File: config.mk
export PLATFORM = sky130hd
export DESIGN_NAME = noc_output_block
export DESIGN_NICKNAME = d
export VERILOG_FILES = /design/src/noc_config_pkg.sv /design/src/noc_rr_arbiter.sv /design/src/noc_output_switch.sv /design/src/noc_channel_merger.sv /design/src/noc_output_block.sv
export SDC_FILE = /design/constraint.sdc
export NUM_CORES = 1
export LEC_CHECK = 0
export BUFFER_PORTS_ARGS = -buffer_cell sky130_fd_sc_hd__buf_4
export CELL_PAD_IN_SITES_DETAIL_PLACEMENT = 1
export CELL_PAD_IN_SITES_GLOBAL_PLACEMENT = 1
export CORE_ASPECT_RATIO = 0.8
export CORE_MARGIN = 2
export CORE_UTILIZATION = 35
export DETAILED_ROUTE_END_ITERATION = 8
export GPL_TIMING_DRIVEN = 1
export PLACE_DENSITY = 0.9
export SETUP_SLACK_MARGIN = 0.02
export SYNTH_ARGS = -nofsm -noshare
export SYNTH_HDL_FRONTEND = slang
export SYNTH_SLANG_ARGS = --single-unit
File: constraint.sdc
create_clock -name clk -period 4.4 [get_ports clk]
set_input_delay 0.22 -clock clk [delete_from_list [all_inputs] [get_ports clk]]
set_output_delay 0.22 -clock clk [all_outputs]
set_load 0.01 [all_outputs]
File: src/noc_config_pkg.sv
package noc_config_pkg;

  // ##############################
  // Network dimensions
  // ##############################

  // Input sides are x plus, x minus, y plus, y minus and local
  localparam int NOC_PORTS  = 5;
  localparam int NOC_VCS    = 2;
  localparam int NOC_VC_W   = 1;
  localparam int NOC_DATA_W = 32;

  // ##############################
  // Flit encoding
  // ##############################

  // Bit 0 marks the start of a packet and bit 1 marks its end
  typedef enum logic [1:0] {
    NOC_FLIT_BODY   = 2'b00,
    NOC_FLIT_HEAD   = 2'b01,
    NOC_FLIT_TAIL   = 2'b10,
    NOC_FLIT_SINGLE = 2'b11
  } noc_flit_type_e;

  typedef struct packed {
    noc_flit_type_e          flit_type;
    logic [NOC_DATA_W-1:0]   payload;
  } noc_flit_t;

  // One input side, with a lane per virtual channel
  typedef struct packed {
    logic [NOC_VCS-1:0]      valid;
    noc_flit_t [NOC_VCS-1:0] flit;
  } noc_port_bus_t;

  // Outgoing link, channels interleaved flit by flit
  typedef struct packed {
    logic                    valid;
    logic [NOC_VC_W-1:0]     vc;
    noc_flit_t               flit;
  } noc_link_flit_t;

  // ##############################
  // Flit helpers
  // ##############################

  function automatic logic noc_is_head(input noc_flit_type_e flit_type);
    return (flit_type == NOC_FLIT_HEAD) || (flit_type == NOC_FLIT_SINGLE);
  endfunction

  function automatic logic noc_is_tail(input noc_flit_type_e flit_type);
    return (flit_type == NOC_FLIT_TAIL) || (flit_type == NOC_FLIT_SINGLE);
  endfunction

  // A single flit opens and closes its packet in one go, so it never locks
  function automatic logic noc_opens_packet(input noc_flit_type_e flit_type);
    return noc_is_head(flit_type) && !noc_is_tail(flit_type);
  endfunction

endpackage

File: src/noc_rr_arbiter.sv
`timescale 1ns/10ps

module noc_rr_arbiter #(
  parameter int REQUESTERS = 2
)(
  input  logic                  clk,
  input  logic                  rst_n,
  input  logic [REQUESTERS-1:0] request,
  input  logic                  hold,
  input  logic                  advance,
  output logic [REQUESTERS-1:0] grant
);

  // One-hot priority pointer, the bit that is set has top priority
  logic [REQUESTERS-1:0] ptr_q;
  logic [REQUESTERS-1:0] grant_q;
  logic [REQUESTERS-1:0] upper_req;
  logic [REQUESTERS-1:0] rr_grant;

  // Requesters at or above the pointer win first, otherwise wrap around
  always_comb begin
    upper_req = request & ~(ptr_q - 1'b1);
    if (|upper_req) begin
      rr_grant = upper_req & (~upper_req + 1'b1);
    end else begin
      rr_grant = request & (~request + 1'b1);
    end
  end

  assign grant = hold ? grant_q : rr_grant;

  always_ff @(posedge clk) begin
    if (!rst_n) begin
      ptr_q   <= REQUESTERS'(1);
      grant_q <= '0;
    end else if (advance && |grant) begin
      grant_q <= grant;
      // Move the pointer one place past the winner
      ptr_q   <= {grant[REQUESTERS-2:0], grant[REQUESTERS-1]};
    end
  end

endmodule

File: src/noc_output_switch.sv
`timescale 1ns/10ps

module noc_output_switch
  import noc_config_pkg::*;
(
  input  logic                      clk,
  input  logic                      rst_n,
  input  logic [NOC_PORTS-1:0]      in_valid,
  input  noc_flit_t [NOC_PORTS-1:0] in_flit,
  output logic [NOC_PORTS-1:0]      in_ready,
  output logic                      out_valid,
  output noc_flit_t                 out_flit,
  input  logic                      out_ready
);

  logic [NOC_PORTS-1:0] grant;
  logic                 lock_q;
  logic                 out_free;
  logic                 in_xfer;
  noc_flit_t            sel_flit;

  logic                 out_valid_q;
  noc_flit_t            out_flit_q;

  // ##############################
  // Input arbitration
  // ##############################

  // While a packet is open the arbiter keeps its grant on the owning port
  noc_rr_arbiter #(
    .REQUESTERS (NOC_PORTS)
  ) u_rr_arbiter (
    .clk      (clk      ),
    .rst_n    (rst_n    ),
    .request  (in_valid ),
    .hold     (lock_q   ),
    .advance  (in_xfer  ),
    .grant    (grant    )
  );

  // The register takes a new flit when empty or when it drains this cycle
  assign out_free = !out_valid_q || out_ready;

  assign in_ready = grant & {NOC_PORTS{out_free}};
  assign in_xfer  = |(in_valid & in_ready);

  // Grant is one-hot, so at most one lane is picked
  always_comb begin
    sel_flit = '0;
    for (int i = 0; i < NOC_PORTS; i++) begin
      if (grant[i]) begin
        sel_flit = in_flit[i];
      end
    end
  end

  // ##############################
  // Packet lock
  // ##############################

  always_ff @(posedge clk) begin
    if (!rst_n) begin
      lock_q <= 1'b0;
    end else if (in_xfer) begin
      if (noc_opens_packet(sel_flit.flit_type)) begin
        lock_q <= 1'b1;
      end else if (noc_is_tail(sel_flit.flit_type)) begin
        lock_q <= 1'b0;
      end
    end
  end

  // ##############################
  // Output register
  // ##############################

  always_ff @(posedge clk) begin
    if (!rst_n) begin
      out_valid_q <= 1'b0;
    end else if (out_free) begin
      out_valid_q <= in_xfer;
    end
  end

  always_ff @(posedge clk) begin
    if (in_xfer) begin
      out_flit_q <= sel_flit;
    end
  end

  assign out_valid = out_valid_q;
  assign out_flit  = out_flit_q;

endmodule

File: src/noc_channel_merger.sv
`timescale 1ns/10ps

module noc_channel_merger
  import noc_config_pkg::*;
(
  input  logic                    clk,
  input  logic                    rst_n,
  input  logic [NOC_VCS-1:0]      in_valid,
  input  noc_flit_t [NOC_VCS-1:0] in_flit,
  output logic [NOC_VCS-1:0]      in_ready,
  output noc_link_flit_t          out_link,
  input  logic                    out_ready
);

  logic [NOC_VCS-1:0]  grant;
  logic                link_free;
  logic                in_xfer;
  logic [NOC_VC_W-1:0] win_vc;
  noc_flit_t           win_flit;

  logic                link_valid_q;
  logic [NOC_VC_W-1:0] link_vc_q;
  noc_flit_t           link_flit_q;

  // ##############################
  // Channel arbitration
  // ##############################

  // Channels may interleave, so the grant is never held across a packet
  noc_rr_arbiter #(
    .REQUESTERS (NOC_VCS)
  ) u_rr_arbiter (
    .clk      (clk      ),
    .rst_n    (rst_n    ),
    .request  (in_valid ),
    .hold     (1'b0     ),
    .advance  (in_xfer  ),
    .grant    (grant    )
  );

  assign link_free = !link_valid_q || out_ready;
  assign in_ready  = grant & {NOC_VCS{link_free}};
  assign in_xfer   = |(in_valid & in_ready);

  // Turn the one-hot grant into the channel index for the link
  always_comb begin
    win_vc   = '0;
    win_flit = '0;
    for (int i = 0; i < NOC_VCS; i++) begin
      if (grant[i]) begin
        win_vc   = NOC_VC_W'(i);
        win_flit = in_flit[i];
      end
    end
  end

  // ##############################
  // Link register
  // ##############################

  always_ff @(posedge clk) begin
    if (!rst_n) begin
      link_valid_q <= 1'b0;
    end else if (link_free) begin
      link_valid_q <= in_xfer;
    end
  end

  always_ff @(posedge clk) begin
    if (in_xfer) begin
      link_vc_q   <= win_vc;
      link_flit_q <= win_flit;
    end
  end

  assign out_link.valid = link_valid_q;
  assign out_link.vc    = link_vc_q;
  assign out_link.flit  = link_flit_q;

endmodule

File: src/noc_output_block.sv
`timescale 1ns/10ps

module noc_output_block
  import noc_config_pkg::*;
(
  input  logic               clk,
  input  logic               rst_n,
  input  noc_port_bus_t      in_x_plus,
  input  noc_port_bus_t      in_x_minus,
  input  noc_port_bus_t      in_y_plus,
  input  noc_port_bus_t      in_y_minus,
  input  noc_port_bus_t      in_local,
  output logic [NOC_VCS-1:0] ready_x_plus,
  output logic [NOC_VCS-1:0] ready_x_minus,
  output logic [NOC_VCS-1:0] ready_y_plus,
  output logic [NOC_VCS-1:0] ready_y_minus,
  output logic [NOC_VCS-1:0] ready_local,
  output noc_link_flit_t     out_link,
  input  logic               out_ready
);

  noc_port_bus_t [NOC_PORTS-1:0]           port_bus;
  logic [NOC_PORTS-1:0][NOC_VCS-1:0]       port_ready;

  logic [NOC_VCS-1:0]                      sw_valid;
  noc_flit_t [NOC_VCS-1:0]                 sw_flit;
  logic [NOC_VCS-1:0]                      sw_ready;

  // Port index order is x plus, x minus, y plus, y minus, local
  assign port_bus[0] = in_x_plus;
  assign port_bus[1] = in_x_minus;
  assign port_bus[2] = in_y_plus;
  assign port_bus[3] = in_y_minus;
  assign port_bus[4] = in_local;

  assign ready_x_plus  = port_ready[0];
  assign ready_x_minus = port_ready[1];
  assign ready_y_plus  = port_ready[2];
  assign ready_y_minus = port_ready[3];
  assign ready_local   = port_ready[4];

  for (genvar g_i = 0; g_i < NOC_VCS; g_i++) begin : g_channel
    logic [NOC_PORTS-1:0]      lane_valid;
    noc_flit_t [NOC_PORTS-1:0] lane_flit;
    logic [NOC_PORTS-1:0]      lane_ready;

    for (genvar g_j = 0; g_j < NOC_PORTS; g_j++) begin : g_port
      assign lane_valid[g_j]      = port_bus[g_j].valid[g_i];
      assign lane_flit[g_j]       = port_bus[g_j].flit[g_i];
      assign port_ready[g_j][g_i] = lane_ready[g_j];
    end

    noc_output_switch u_output_switch (
      .clk        (clk             ),
      .rst_n      (rst_n           ),
      .in_valid   (lane_valid      ),
      .in_flit    (lane_flit       ),
      .in_ready   (lane_ready      ),
      .out_valid  (sw_valid[g_i]   ),
      .out_flit   (sw_flit[g_i]    ),
      .out_ready  (sw_ready[g_i]   )
    );
  end

  noc_channel_merger u_channel_merger (
    .clk        (clk        ),
    .rst_n      (rst_n      ),
    .in_valid   (sw_valid   ),
    .in_flit    (sw_flit    ),
    .in_ready   (sw_ready   ),
    .out_link   (out_link   ),
    .out_ready  (out_ready  )
  );

endmodule

# Word level (Yosys, flattened, before mapping)
# Cells that the tools add are included.
dict set report op_classes {
  add_sub_neg 9
  mux 22
  n_reduce_logical 30
  eq_ne 6
  bitwise_logic 24
}
# operator count
set op_table {}
lappend op_table {{34-bit 2-to-1 mux} 12}
lappend op_table {{5-bit AND} 10}
lappend op_table {{5-bit NOT} 6}
lappend op_table {{5-bit OR reduction} 6}
lappend op_table {{5-bit by 1-bit adder with 5-bit output (second input constant)} 4}
lappend op_table {{5-bit 2-to-1 mux} 4}
lappend op_table {{2-bit AND} 5}
lappend op_table {{5-bit by 1-bit subtractor with 5-bit output (second input constant)} 2}
lappend op_table {{2-bit == test (second input constant)} 4}
lappend op_table {{1-bit logical OR} 7}
lappend op_table {{2-bit NOT} 3}
lappend op_table {{2-bit OR reduction} 3}
lappend op_table {{1-bit logical AND} 5}
lappend op_table {{1-bit zero test} 5}
lappend op_table {{1-bit 2-to-1 mux} 5}
lappend op_table {{2-bit by 1-bit adder with 2-bit output (second input constant)} 2}
lappend op_table {{2-bit by 1-bit == test with 1-bit output (second input constant)} 2}
lappend op_table {{2-bit AND reduction} 2}
lappend op_table {{2-bit nonzero test} 2}
lappend op_table {{2-bit 2-to-1 mux} 1}
lappend op_table {{2-bit by 1-bit subtractor with 2-bit output (second input constant)} 1}
dict set report word_totals {
  regBits 130
  word_cells 108
  inputBits 353
}

# Longest topological paths before layout
dict set report logic_depth {
  ltp_word 19
  depth_mapped 11
  mapped_depth_nobuf 9
}

# Cells and area by module
# A second synthesis with hierarchy kept.
dict set report unflattened {
  cells_unflattened 848
  area_unflattened_um2 8162.8
}
# mod cells_each seq_area_each_um2 area_per_inst_um2 instances
set modules_own_cells {}
lappend modules_own_cells {noc_output_switch 290 1061.0 2620.0 2}
lappend modules_own_cells {noc_channel_merger 91 1071.0 1534.0 1}
lappend modules_own_cells {{noc_rr_arbiter at g_channel[0].u_output_switch.u_rr_arbiter ...} 79 120.1 604.3 2}
lappend modules_own_cells {{noc_rr_arbiter at u_channel_merger.u_rr_arbiter} 19 60.1 180.2 1}

# Least setup slack after synthesis
# OpenSTA, ideal clock, no wires.
dict set report synth_timing {
  path_kind {reg-to-reg}
  from {register g_channel[1].u_output_switch.u_rr_arbiter.ptr_q[0]}
  to {register g_channel[1].u_output_switch.out_flit_q, in the netlist g_channel[1].u_output_switch.out_flit[0], enable pin}
  required_ps 4021
  path_stages_with_launch 9
  setup_time_ps 379
  arrival_ps 2658
  synth_period_minus_slack_ps 3036
  slack_ps 1364
  n_path_buf 1
  path_cell_list {dfxtp_1 inv_1 ha_1 a221oi_1 a21bo_2 a211oi_1 o21ai_0 a41oi_2 buf_2}
}
dict set report synth_between {
  elab_chain_len 11
}
# item line
set synth_rtl {}
lappend synth_rtl {{from (decl)} noc_rr_arbiter.sv:15} ;# logic [REQUESTERS-1:0] ptr_q;
lappend synth_rtl {{from (signal assigned)} noc_rr_arbiter.sv:39} ;# ptr_q <= {grant[REQUESTERS-2:0], grant[REQUESTERS-1]};
lappend synth_rtl {{5-bit by 1-bit subtractor with 5-bit output *} noc_rr_arbiter.sv:22} ;# upper_req = request & ~(ptr_q - 1'b1);
lappend synth_rtl {{5-bit NOT *} noc_rr_arbiter.sv:22}
lappend synth_rtl {{5-bit AND *} noc_rr_arbiter.sv:22}
lappend synth_rtl {{5-bit NOT} noc_rr_arbiter.sv:24} ;# rr_grant = upper_req & (~upper_req + 1'b1);
lappend synth_rtl {{5-bit by 1-bit adder with 5-bit output} noc_rr_arbiter.sv:24}
lappend synth_rtl {{5-bit AND} noc_rr_arbiter.sv:24}
lappend synth_rtl {{5-bit 2-to-1 mux *} noc_rr_arbiter.sv:23} ;# if (|upper_req) begin
lappend synth_rtl {{5-bit 2-to-1 mux *} noc_rr_arbiter.sv:30} ;# assign grant = hold ? grant_q : rr_grant;
lappend synth_rtl {{5-bit AND *} noc_output_switch.sv:44} ;# assign in_ready = grant & {NOC_PORTS{out_free}};
lappend synth_rtl {{5-bit AND *} noc_output_switch.sv:45} ;# assign in_xfer = |(in_valid & in_ready);
lappend synth_rtl {{5-bit OR reduction *} noc_output_switch.sv:45}
lappend synth_rtl {{net g_channel[1].u_output_switch.in_xfer} noc_output_switch.sv:19} ;# logic in_xfer;
lappend synth_rtl {{to (signal assigned)} noc_output_switch.sv:87} ;# out_flit_q <= sel_flit;
lappend synth_rtl {{to (decl)} noc_output_switch.sv:23} ;# noc_flit_t out_flit_q;
# Mark *: on every way through the listed nets, which the timed path passes. The rest lies on a longest branch.
# A chain may end at the register's enable or synchronous reset.

# Final worst setup path
dict set report layout_timing {
  from {register g_channel[1].u_output_switch.u_rr_arbiter.ptr_q[0]}
  to {register g_channel[1].u_output_switch.out_flit_q, in the netlist g_channel[1].u_output_switch.out_flit[13], enable pin}
}
dict set report layout_between {
  elab_chain_len 11
}
# item line
set layout_rtl {}
lappend layout_rtl {{5-bit by 1-bit subtractor with 5-bit output *} noc_rr_arbiter.sv:22}
lappend layout_rtl {{5-bit NOT *} noc_rr_arbiter.sv:22}
lappend layout_rtl {{5-bit AND *} noc_rr_arbiter.sv:22}
lappend layout_rtl {{5-bit NOT} noc_rr_arbiter.sv:24}
lappend layout_rtl {{5-bit by 1-bit adder with 5-bit output} noc_rr_arbiter.sv:24}
lappend layout_rtl {{5-bit AND} noc_rr_arbiter.sv:24}
lappend layout_rtl {{5-bit 2-to-1 mux *} noc_rr_arbiter.sv:23}
lappend layout_rtl {{5-bit 2-to-1 mux *} noc_rr_arbiter.sv:30}
lappend layout_rtl {{5-bit AND *} noc_output_switch.sv:44}
lappend layout_rtl {{5-bit AND *} noc_output_switch.sv:45}
lappend layout_rtl {{5-bit OR reduction *} noc_output_switch.sv:45}
# Every way passes the cells marked *; elsewhere a longest branch is shown, timed or not.

==> qor.csv <==
metric,value,unit
place_hpwl,25.5,mm
cp.required,4.48,ns
worstSetupPathType,reg2reg,
path_depth,8,
reg2regPathDepth,8,
status,"complete, no violations",
pwr_density_cell,786,nW/um^2
postSynthCellCount,921,
rsz0062_at_grt,false,
syn_nets,1276,
period_share,0.844,
antenna_found_initial,0,
clk_path_buf_depth,2,
post_cts_resized,0,
peakVddDrop,0.673,mV
leakagePower,5.01,nW
area_growth,47.5,%
viasPerCell,5.57,
syn_area_per_cell,8.60,sq um
track_usage,0.275,
postCtsSetupRepairBufs,0,
diodes,0,
place_inst,1569,
ios,399,
die_h,139,microns
setup_viol,0,
crit_buf_inv,2,
htreeDepth,4,
slew_viol_final,0,
finalInstanceArea,11700,sq um
row_count,49,
maxCapViolCount,0,
grt_pass1_wl,50.7,mm
slowest_stage,a41oi_4,
path_cells,inv_1 > ha_1 > a221oi_1 > a21bo_2 > a211oi_1 > o21ai_0 > a41oi_4 > buf_4,
vias,8911,
synthesis.area,7920,sq um
core_area,22300,sq um
utilization,0.523,
clk_latency,0.42,ns
nets,1637,
postRouteAntennaNets,0,
yosys_warnings,0,
layoutNonFillerInstCount,1601,
hold_viol,0,
grt-ovfl-total,0,
grt_max_degree,69,
synth-edff-count,103,
setup-tns-final,0,ns
hold_class,in2reg,
chipWidth,172,microns
ys_seq_area_frac,0.439,
relSlewSlack,0.171,
synth-main-ff-cell,edfxtp_1,
cts_tree,done,
clk_pin_slew,0.06,ns
fmax,0.269,GHz
hold_slack,0.0714,ns
ys_types,66,
port_buffers,398,
drive_above_1_share,0.378,
wl_per_cell,20.9,microns
worst_path_largest_cell_delay,0.59,ns
finalCriticalPeriod,3.72,ns
initial_core_util,0.355,
synth_seq_cells,122,
crit_fanout,23,
drcViolationCount,0,
firstDrtPassIters,5,
worstSetupStartpointType,flip-flop,
cts_buffers,17,
dieArea,23800,sq um
ys_async_sr_fraction,0,
r2r_slack,0.68,ns
grt_pass1_vias,9381,
tightest_slew,1.24,ns
cts_sinks,122,
drt_iter0_markers,621,
crit_arrival,3.79,ns
place_congestion,0.883,
wl,33.4,mm
end_kind,flip-flop,
dpl_cell_area,11100,sq um
cts_root_buf,clkbuf_16,
clock_skew,0.00922,ns
cts_hold_buf,0,
holdPathStages,2,
crit_family,compound AO/OA/AOI/OAI gates,
logic make-up after synthesis:
logic type / count (synthesis) / synth area share
and+or+nand+nor: 431 / 0.248
DFF: 122 / 0.439
adders and majority gates: 2 / 0.00316
xor gates and xnor gates: 2 / 0.00221
AOI/OAI and AO/OA: 271 / 0.233
muxes: 7 / 0.00932
buffers and inverters: 86 / 0.0656
Yosys cell counts, drive strengths merged, types with 4 or more instances:
library cell,n,area [sq um]
a221oi,34,298
o21ai,14,70.1
buf,25,160
nor2,166,623
nor3,5,25.0
or3,32,200
nand3,71,405
dfxtp,19,380
o31a,4,35.0
nand2b,6,37.5
mux2i,4,40.0
o31ai,6,77.6
clkbuf,51,312
a311oi,33,289
and2,8,50.1
a21oi,135,676
a211oi,12,90.1
nand2,121,454
o211ai,4,30.0
inv,8,30.0
edfxtp,103,3090
nor2b,5,31.3
worst paths after layout:
kind                   from                                                   to
setup reg to reg  flip-flop  g_channel[1].u_output_switch.out_flit[13]$_DFFE_PP_
hold reg to reg   flip-flop                                            flip-flop
hold / removal        rst_n  u_channel_merger.u_rr_arbiter.ptr_q[0]$_SDFFE_PN1P_
setup / recovery  flip-flop  g_channel[1].u_output_switch.out_flit[13]$_DFFE_PP_
report_power, final:
| group | internal (W) | switching [W] | total (W) |
|---|---|---|---|
| logic | 0.00196 | 0.00316 | 0.00512 |
| registers | 0.00232 | 0.000290 | 0.00261 |
| clock network | 0.000928 | 0.000527 | 0.00146 |
| total | 0.00521 | 0.00397 | 0.00918 |
placed cells by master, fill, tap and decap left out, types with 10 or more instances in the layout:
| cell type | n |
|---|---|
| a211oi_1 | 12 |
| a21oi_1 | 135 |
| a221oi_1 | 34 |
| a311oi_1 | 33 |
| buf_4 | 418 |
| clkbuf_16 | 18 |
| dfxtp_1 | 19 |
| edfxtp_1 | 103 |
| nand2_1 | 121 |
| nand3_1 | 61 |
| nand3_2 | 10 |
| nor2_1 | 161 |
| o21ai_0 | 13 |
| or3_1 | 32 |
layout make-up:
cell class              instances  area, sq um
well taps                     306          383
multi-input cells             713         4000
inverters                       8         30.0
clock buffers                  23          509
clock inverters                 9          110
repair buffers                420         3180
flip-flops and latches        122         3470
fillers                      2720        10600
per-stage QoR:
stage	setup slack (ns)	power (W)
6_report	0.685	0.00918
5_1_grt	0.386	0.00981
4_1_cts	0.695	0.00922
3_5_place_dp	0.702	0.00771
3_3_place_gp	0.983	0.00750
2_1_floorplan	1.36	0.00592
state kept, by name, summed over array words and instances, names as in the netlist:
name / count
g_channel.u_output_switch.out_flit: 68
u_channel_merger.link_valid_q: 1
g_channel.u_output_switch.u_rr_arbiter.grant_q: 4
u_channel_merger.link_vc_q: 1
u_channel_merger.out_link: 34
g_channel.u_output_switch.lock_q: 2
g_channel.u_output_switch.u_rr_arbiter.ptr_q: 8
g_channel.u_output_switch.out_valid: 2
u_channel_merger.u_rr_arbiter.ptr_q: 2
metal layers:
| layer | global-route usage | wire (microns) | vias up |
|---|---|---|---|
| met1 | 0.339 | 13400 | 4341 |
| met4 | 0.100 | 1090 | 0 |
| met3 | 0.0573 | 2090 | 77 |
| met2 | 0.473 | 16800 | 360 |
| met5 | 0 | 0 | - |
| li1 | - | - | 4133 |
No activity file was read; power rests on OpenSTA's default activity.
